## config.mk

```make
export PLATFORM = sky130hd
export DESIGN_NAME = upsampler_top
export DESIGN_NICKNAME = d
export VERILOG_FILES = /design/src/common/upsampler_pkg.sv /design/src/upsampler_top.sv /design/src/sigma_delta.sv /design/src/interp/interp_core.sv /design/src/ctrl_regs.sv /design/src/sample_timer.sv
export SDC_FILE = /design/constraint.sdc
export NUM_CORES = 1
export LEC_CHECK = 0
export BUFFER_PORTS_ARGS = -buffer_cell sky130_fd_sc_hd__buf_2
export CAP_MARGIN = 15
export CORE_UTILIZATION = 65
export CTS_CLUSTER_SIZE = 10
export DETAILED_ROUTE_END_ITERATION = 7
export PLACE_DENSITY_LB_ADDON = 0.25
export SKIP_LAST_GASP = 1
export SLEW_MARGIN = 10
export SYNTH_ARGS = -nofsm -noshare
export SYNTH_HDL_FRONTEND = slang
export SYNTH_SLANG_ARGS = --single-unit
```

## constraint.sdc

```tcl
create_clock -name clock -period 17.4 [get_ports clock]
set_input_delay 0.87 -clock clock [delete_from_list [all_inputs] [get_ports clock]]
set_output_delay 0.87 -clock clock [all_outputs]
set_load 0.05 [all_outputs]
```

## src/common/upsampler_pkg.sv

```systemverilog
`default_nettype none

package upsampler_pkg;

	// clocks per input sample, the divide-by-25 shift terms are tied to this
	localparam int upsample_ratio = 25;

	// interpolation accumulator and its fixed-point split
	localparam int acc_width = 32;
	// fraction bits below the sample lsb
	localparam int frac_bits = 12;
	// interpolated output is the accumulator's upper bits
	localparam int out_width = acc_width - frac_bits;

	// register map, one address bit
	typedef enum logic [0:0] {
		ADDR_CTRL   = 1'b0,
		ADDR_STATUS = 1'b1
	} reg_addr_t;

	// bit positions inside the control register
	localparam int ctrl_enable_bit = 0;
	localparam int ctrl_mute_bit   = 1;

endpackage

`default_nettype wire
```

## src/upsampler_top.sv

```systemverilog
`timescale 1ns/10ps
`default_nettype none

module upsampler_top #(
	parameter int in_width = 8
) (
	input  wire logic                                  clock,
	input  wire logic                                  reset,
	input  wire logic signed [in_width-1:0]            v_in,
	input  wire logic                                  reg_write,
	input  wire upsampler_pkg::reg_addr_t              reg_addr,
	input  wire logic [7:0]                            reg_wdata,
	output logic [7:0]                                 reg_rdata,
	output logic                                       sample_req,
	output logic signed [upsampler_pkg::out_width-1:0] interp_out,
	output logic                                       dac_bit
);

	logic sample_tick;
	logic enable;
	logic mute;

	// the source sees the strobe and holds v_in for capture
	assign sample_req = sample_tick;

	sample_timer u_sample_timer (
		.clock       (clock),
		.reset       (reset),
		.enable      (enable),
		.sample_tick (sample_tick)
	);

	ctrl_regs #(
		.in_width (in_width)
	) u_ctrl_regs (
		.clock       (clock),
		.reset       (reset),
		.reg_write   (reg_write),
		.reg_addr    (reg_addr),
		.reg_wdata   (reg_wdata),
		.reg_rdata   (reg_rdata),
		.sample_tick (sample_tick),
		.enable      (enable),
		.mute        (mute)
	);

	// ramp steps only while the timer runs
	interp_core #(
		.in_width (in_width)
	) u_interp_core (
		.clock       (clock),
		.reset       (reset),
		.v_in        (v_in),
		.sample_tick (sample_tick),
		.step_enable (enable),
		.mute        (mute),
		.interp_out  (interp_out)
	);

	sigma_delta u_sigma_delta (
		.clock      (clock),
		.reset      (reset),
		.interp_out (interp_out),
		.dac_bit    (dac_bit)
	);

endmodule

`default_nettype wire

```

## src/sigma_delta.sv

```systemverilog
`timescale 1ns/10ps
`default_nettype none

module sigma_delta (
	input  wire logic                                  clock,
	input  wire logic                                  reset,
	input  wire logic signed [upsampler_pkg::out_width-1:0] interp_out,
	output logic                                       dac_bit
);

	localparam int out_width = upsampler_pkg::out_width;

	// error accumulator with one carry bit on top
	logic [out_width:0]   acc;
	// input as offset binary, full negative maps to zero
	logic [out_width-1:0] level;

	assign level = {~interp_out[out_width-1], interp_out[out_width-2:0]};

	// first order loop
	// the carry out is the quantized bit, the low bits keep the residual error
	always_ff @(posedge clock) begin
		if (reset) begin
			acc <= '0;
		end else begin
			acc <= {1'b0, acc[out_width-1:0]} + {1'b0, level};
		end
	end

	// registered carry, one cycle behind the input
	// density of ones tracks level / 2^out_width
	assign dac_bit = acc[out_width];

endmodule

`default_nettype wire

```

## src/interp/interp_core.sv

```systemverilog
`timescale 1ns/10ps
`default_nettype none

module interp_core #(
	parameter int in_width = 8
) (
	input  wire logic                                 clock,
	input  wire logic                                 reset,
	input  wire logic signed [in_width-1:0]           v_in,
	input  wire logic                                 sample_tick,
	input  wire logic                                 step_enable,
	input  wire logic                                 mute,
	output logic signed [upsampler_pkg::out_width-1:0] interp_out
);

	localparam int acc_width = upsampler_pkg::acc_width;
	localparam int frac_bits = upsampler_pkg::frac_bits;
	// guard bits above the sample msb
	localparam int ext_bits  = acc_width - in_width - frac_bits;

	// newest and previous sample, both in accumulator format
	logic signed [acc_width-1:0] v;
	logic signed [acc_width-1:0] v_prev;
	// running interpolated value
	logic signed [acc_width-1:0] acc;
	logic signed [acc_width-1:0] v_capture;
	logic signed [acc_width-1:0] v_diff;
	logic signed [acc_width-1:0] v_step;

	// sign extend the input and move it above the fraction bits
	// muted samples are captured as zero
	assign v_capture = mute ? '0 :
		{{ext_bits{v_in[in_width-1]}}, v_in, {frac_bits{1'b0}}};

	assign v_diff = v - v_prev;

	// one twenty-fifth of the difference
	// 2^-5 + 2^-7 + 2^-10 - 2^-15 comes to about 0.04
	assign v_step = (v_diff >>> 5) + (v_diff >>> 7) + (v_diff >>> 10)
		- (v_diff >>> 15);

	always_ff @(posedge clock) begin
		if (reset) begin
			v      <= '0;
			v_prev <= '0;
			acc    <= '0;
		end else if (sample_tick) begin
			v_prev <= v;
			v      <= v_capture;
			// restart the ramp from the older sample
			acc    <= v;
		end else if (step_enable) begin
			acc <= acc + v_step;
		end
		// timer stopped, whole ramp holds
	end

	// drop the fraction bits
	assign interp_out = acc[acc_width-1:frac_bits];

	// ramp only moves on a strobe or while the timer runs
	acc_hold: assert property (
		@(posedge clock) disable iff (reset)
		(!sample_tick && !step_enable) |=> $stable(acc)
	);

endmodule

`default_nettype wire

```

## src/ctrl_regs.sv

```systemverilog
`timescale 1ns/10ps
`default_nettype none

module ctrl_regs #(
	parameter int in_width = 8
) (
	input  wire logic                     clock,
	input  wire logic                     reset,
	input  wire logic                     reg_write,
	input  wire upsampler_pkg::reg_addr_t reg_addr,
	input  wire logic [7:0]               reg_wdata,
	output logic [7:0]                    reg_rdata,
	input  wire logic                     sample_tick,
	output logic                          enable,
	output logic                          mute
);

	// samples taken, wraps at 256
	logic [7:0] sample_count;
	logic       ctrl_write;

	// status is read-only, only the control address takes writes
	assign ctrl_write = reg_write && (reg_addr == upsampler_pkg::ADDR_CTRL);

	always_ff @(posedge clock) begin
		if (reset) begin
			enable <= 1'b0;
			mute   <= 1'b0;
		end else if (ctrl_write) begin
			enable <= reg_wdata[upsampler_pkg::ctrl_enable_bit];
			mute   <= reg_wdata[upsampler_pkg::ctrl_mute_bit];
		end
	end

	always_ff @(posedge clock) begin
		if (reset) begin
			sample_count <= '0;
		end else if (sample_tick) begin
			sample_count <= sample_count + 1'b1;
		end
	end

	// read mux, control bits in place and zeros elsewhere
	always_comb begin
		reg_rdata = '0;
		case (reg_addr)
			upsampler_pkg::ADDR_CTRL: begin
				reg_rdata[upsampler_pkg::ctrl_enable_bit] = enable;
				reg_rdata[upsampler_pkg::ctrl_mute_bit]   = mute;
			end
			upsampler_pkg::ADDR_STATUS: reg_rdata = sample_count;
			default: reg_rdata = '0;
		endcase
	end

	// a full-scale sample plus fraction must leave a guard bit in the interpolator
	width_fits: assert property (
		@(posedge clock)
		(in_width + upsampler_pkg::frac_bits) < upsampler_pkg::acc_width
	);

endmodule

`default_nettype wire

```

## src/sample_timer.sv

```systemverilog
`timescale 1ns/10ps
`default_nettype none

module sample_timer (
	input  wire logic clock,
	input  wire logic reset,
	input  wire logic enable,
	output logic      sample_tick
);

	localparam int cnt_width = $clog2(upsampler_pkg::upsample_ratio);

	// position inside the current sample period
	logic [cnt_width-1:0] count;
	logic                 terminal;

	// last clock of the period
	assign terminal = (count == cnt_width'(upsampler_pkg::upsample_ratio - 1));

	always_ff @(posedge clock) begin
		if (reset) begin
			count <= '0;
		end else if (enable) begin
			if (terminal) begin
				count <= '0;
			end else begin
				count <= count + 1'b1;
			end
		end
		// stopped timer keeps its count, resumes from there
	end

	// strobe only while running
	assign sample_tick = enable && terminal;

	// the next strobe comes no sooner than a full period later
	tick_spacing: assert property (
		@(posedge clock) disable iff (reset)
		sample_tick |=> (!sample_tick) [*(upsampler_pkg::upsample_ratio - 1)]
	);

endmodule

`default_nettype wire

```

==> impl_metrics.yaml <==
pwr:
  ir_drop_mv: 0.0688
  powerDensity_nw_per_um2: 65.6
  intPower_mw: 0.385
  combPwrFrac_pct: 24.3
  finalPower_mw: 0.558
  swShare_pct: 31.1
  clkPwrFrac_pct: 38.4
  p_seq_share_pct: 37.3
  power.switching_mw: 0.174
  leakage_nw: 4.00
layout:
  nNetsFinal: 1134
  antennaDiodeCount: 0
  drive_gt1_share_pct: 8.72
  fin_util_pct: 71.1
  area_growth_pct: 6.67
  instances_no_fill: 1133
  final_area_um2: 8500
floorplanning:
  die_area_um2: 12700
  die_x_um: 113
  die_h_um: 113
  fp-row-count: 40
  start_util_pct: 66.7
  core-area_um2: 12000
  ios: 50
detailed_routing:
  drt-initial-drc-count: 483
  vias: 6773
  drt_pass1_iterations: 5
  ant_nets: 0
  vias_per_cell: 5.98
  totalWireLength_um: 17800
  drc: 0
  wl_per_cell_um: 15.7
yosys:
  avgSynthCellArea_um2: 8.27
  synth_ff_type: "dfxtp_1"
  syn_area_um2: 7970
  yosysWarnings: 0
  synth_cells: 964
  synthArstFlopShare_pct: 0
  ys_types: 69
  yosysSeqAreaShare_pct: 21.1
  ys_ff_latch: 84
  synth_edf_count: 0
worst_setup_path:
  slowest_stage: "fa_1"
  end_kind: "flip-flop"
  critPathMaxFanout: 8
  worstSetupPathType: "reg2reg"
  crit_arrival_ns: 8.29
  cpPeakStageDelay_ns: 0.75
  cp_data_required_time_ns: 17.65
  worstSetupStartpointType: "flip-flop"
timing:
  setup_slack_ns: 9.36
  fmax_mhz: 124
  worstMarginPinSlew_ns: 1.04
  min_period_ns: 8.04
  final-setup-viol-count: 0
  relSlewSlack_pct: 30.2
  rsz0062_at_grt: "false"
  clock_skew_ns: 0.0124
  slew_violations: 0
  post-route-period-util_pct: 46.2
  fin_setup_tns_ns: 0
  hold_viol: 0
  whs_ns: 0.457
cts:
  post_cts_resized: 0
  htree_levels: 3
  clock-sinks: 84
  numCtsBuffers: 9
  path_clk_slew_ns: 0.07
  worst_skew_pair.late_latency_ns: 0.35
  clock_path_buffers: 2
  cts_tree: "yes"
  ctsHoldBuffers: 0
  root_buffer: "clkbuf_16"
  cts_setup_buffers: 0
place:
  numPortBuffers: 43
  dpl-instance-area_um2: 8170
  gp_congestion: 0.939
  dp_hpwl_um: 13500
  place_inst: 1117
  post-place-ws_ns: 9.41
global_route:
  overflow: 0
  antenna_found_initial: 0
  grt_pass1_vias: 6349
  grt_pass1_wl_um: 30000
  grt_max_degree: 86
  grtUsageTotal_pct: 29.4
flow_run:
  drv_cap: 0
run_status:
  status: "finished clean"
hold_path:
  hp-class: "reg2reg"
synthesized netlist by cell type, types with 5 or more instances:
library cell  count  area (µm²)
clkbuf_1         15        56.3
o21bai_1         10        75.1
dfxtp_1          84        1680
ha_1             97        1210
a21o_1           32         240
nor2b_1           8        50.1
a211oi_1         11        82.6
buf_2             7        35.0
o21a_1           14         105
o31ai_1           5        37.5
a21oi_1          96         480
and2_1            7        43.8
and3_1            5        31.3
nor2_1           80         300
nand2b_1         10        62.6
o21ai_0          45         225
nor3_1           24         120
nand3_1          11        55.1
xnor2_1          41         359
nand2_1          80         300
xor2_1           31         272
a31oi_1           8        50.1
inv_1            82         308
buf_4            20         150
or3_1             7        43.8
nand3b_1         10        75.1
a22oi_1           7        52.6
fa_1             36         721
nand4_1           8        50.1
worst max-delay path: cells and delay by family, from the launching register on:
family / cells / cell delay [ns]
compound gates: 13 / 2.55
xor+xnor: 1 / 0.22
fa+ha+maj: 7 / 3.07
buf+inv: 4 / 0.29
flops: 1 / 0.32
simple gates: 7 / 1.48
flip-flops by register name (all words and copies together) (netlist names):
signal	flops
u_ctrl_regs.enable	1
u_ctrl_regs.mute	1
u_ctrl_regs.sample_count	8
u_interp_core.acc	32
u_interp_core.v	8
u_interp_core.v_prev	8
u_sample_timer.count	5
u_sigma_delta.acc	21
power groups by stage:
stage	sequential (mW)	combinational [mW]	clock [mW]
global placement	0.212	0.130	0
CTS	0.208	0.134	0.216
detailed placement	0.212	0.132	0
floorplan	0.210	0.113	0
global route	0.209	0.149	0.224
finish	0.208	0.136	0.214
path summary, 6_finish.rpt:
kind	from	to	slack [ns]	cells past startpoint
setup / recovery	u_interp_core.v[12]$_SDFFE_PP0P_	u_interp_core.acc[29]$_SDFFE_PP0P_	9.36	32
hold reg to reg	u_interp_core.v_prev[13]$_SDFFE_PP0P_	u_interp_core.v_prev[13]$_SDFFE_PP0P_	0.46	2
setup reg to reg	u_interp_core.v[12]$_SDFFE_PP0P_	u_interp_core.acc[29]$_SDFFE_PP0P_	9.36	32
hold / removal	u_interp_core.v_prev[13]$_SDFFE_PP0P_	u_interp_core.v_prev[13]$_SDFFE_PP0P_	0.46	2
area by class of cell:
type                            instances  area [µm²]
Multi-Input combinational cell        755        5740
Fill cell                             949        3460
Sequential cell                        84        1680
Inverter                               83         312
Timing Repair Buffer                   48         253
Clock buffer                            9         225
Tap cell                              147         184
Clock inverter                          7         105
per-layer routing:
layer	track usage, %	wire length [µm]	vias to the layer above
met5	0	0	-
met4	7.91	325	0
met3	2.89	939	26
met2	48.1	7960	195
met1	41.7	8540	3164
li1	-	-	3388
layout by cell type (no fill, tap or decap), types with 11 or more instances in the layout:
cell type,synthesis,routed
nand2_1,80,80
xor2_1,31,31
o21a_1,14,14
dfxtp_1,84,84
a21oi_1,96,96
fa_1,36,36
buf_2,7,43
ha_1,97,97
a21o_1,32,32
xnor2_1,41,41
nand3_1,11,11
nor2_1,80,80
o21ai_0,45,45
nor3_1,24,24
inv_1,82,82
a211oi_1,11,11
cells by family (layout without fill, tap and decap cells):
family	after synthesis	in the layout	share of synthesized area, %
muxes	6	6	0.785
and+or+nand+nor	267	267	15.8
other	1	4	0.0470
AOI/OAI and AO/OA	272	272	22.7
buffers and inverters	128	147	7.08
DFF	84	84	21.1
xor gates and xnor gates	73	73	8.19
adders and majority gates	133	133	24.3
Note: power is estimated with default switching activity, not from simulation.
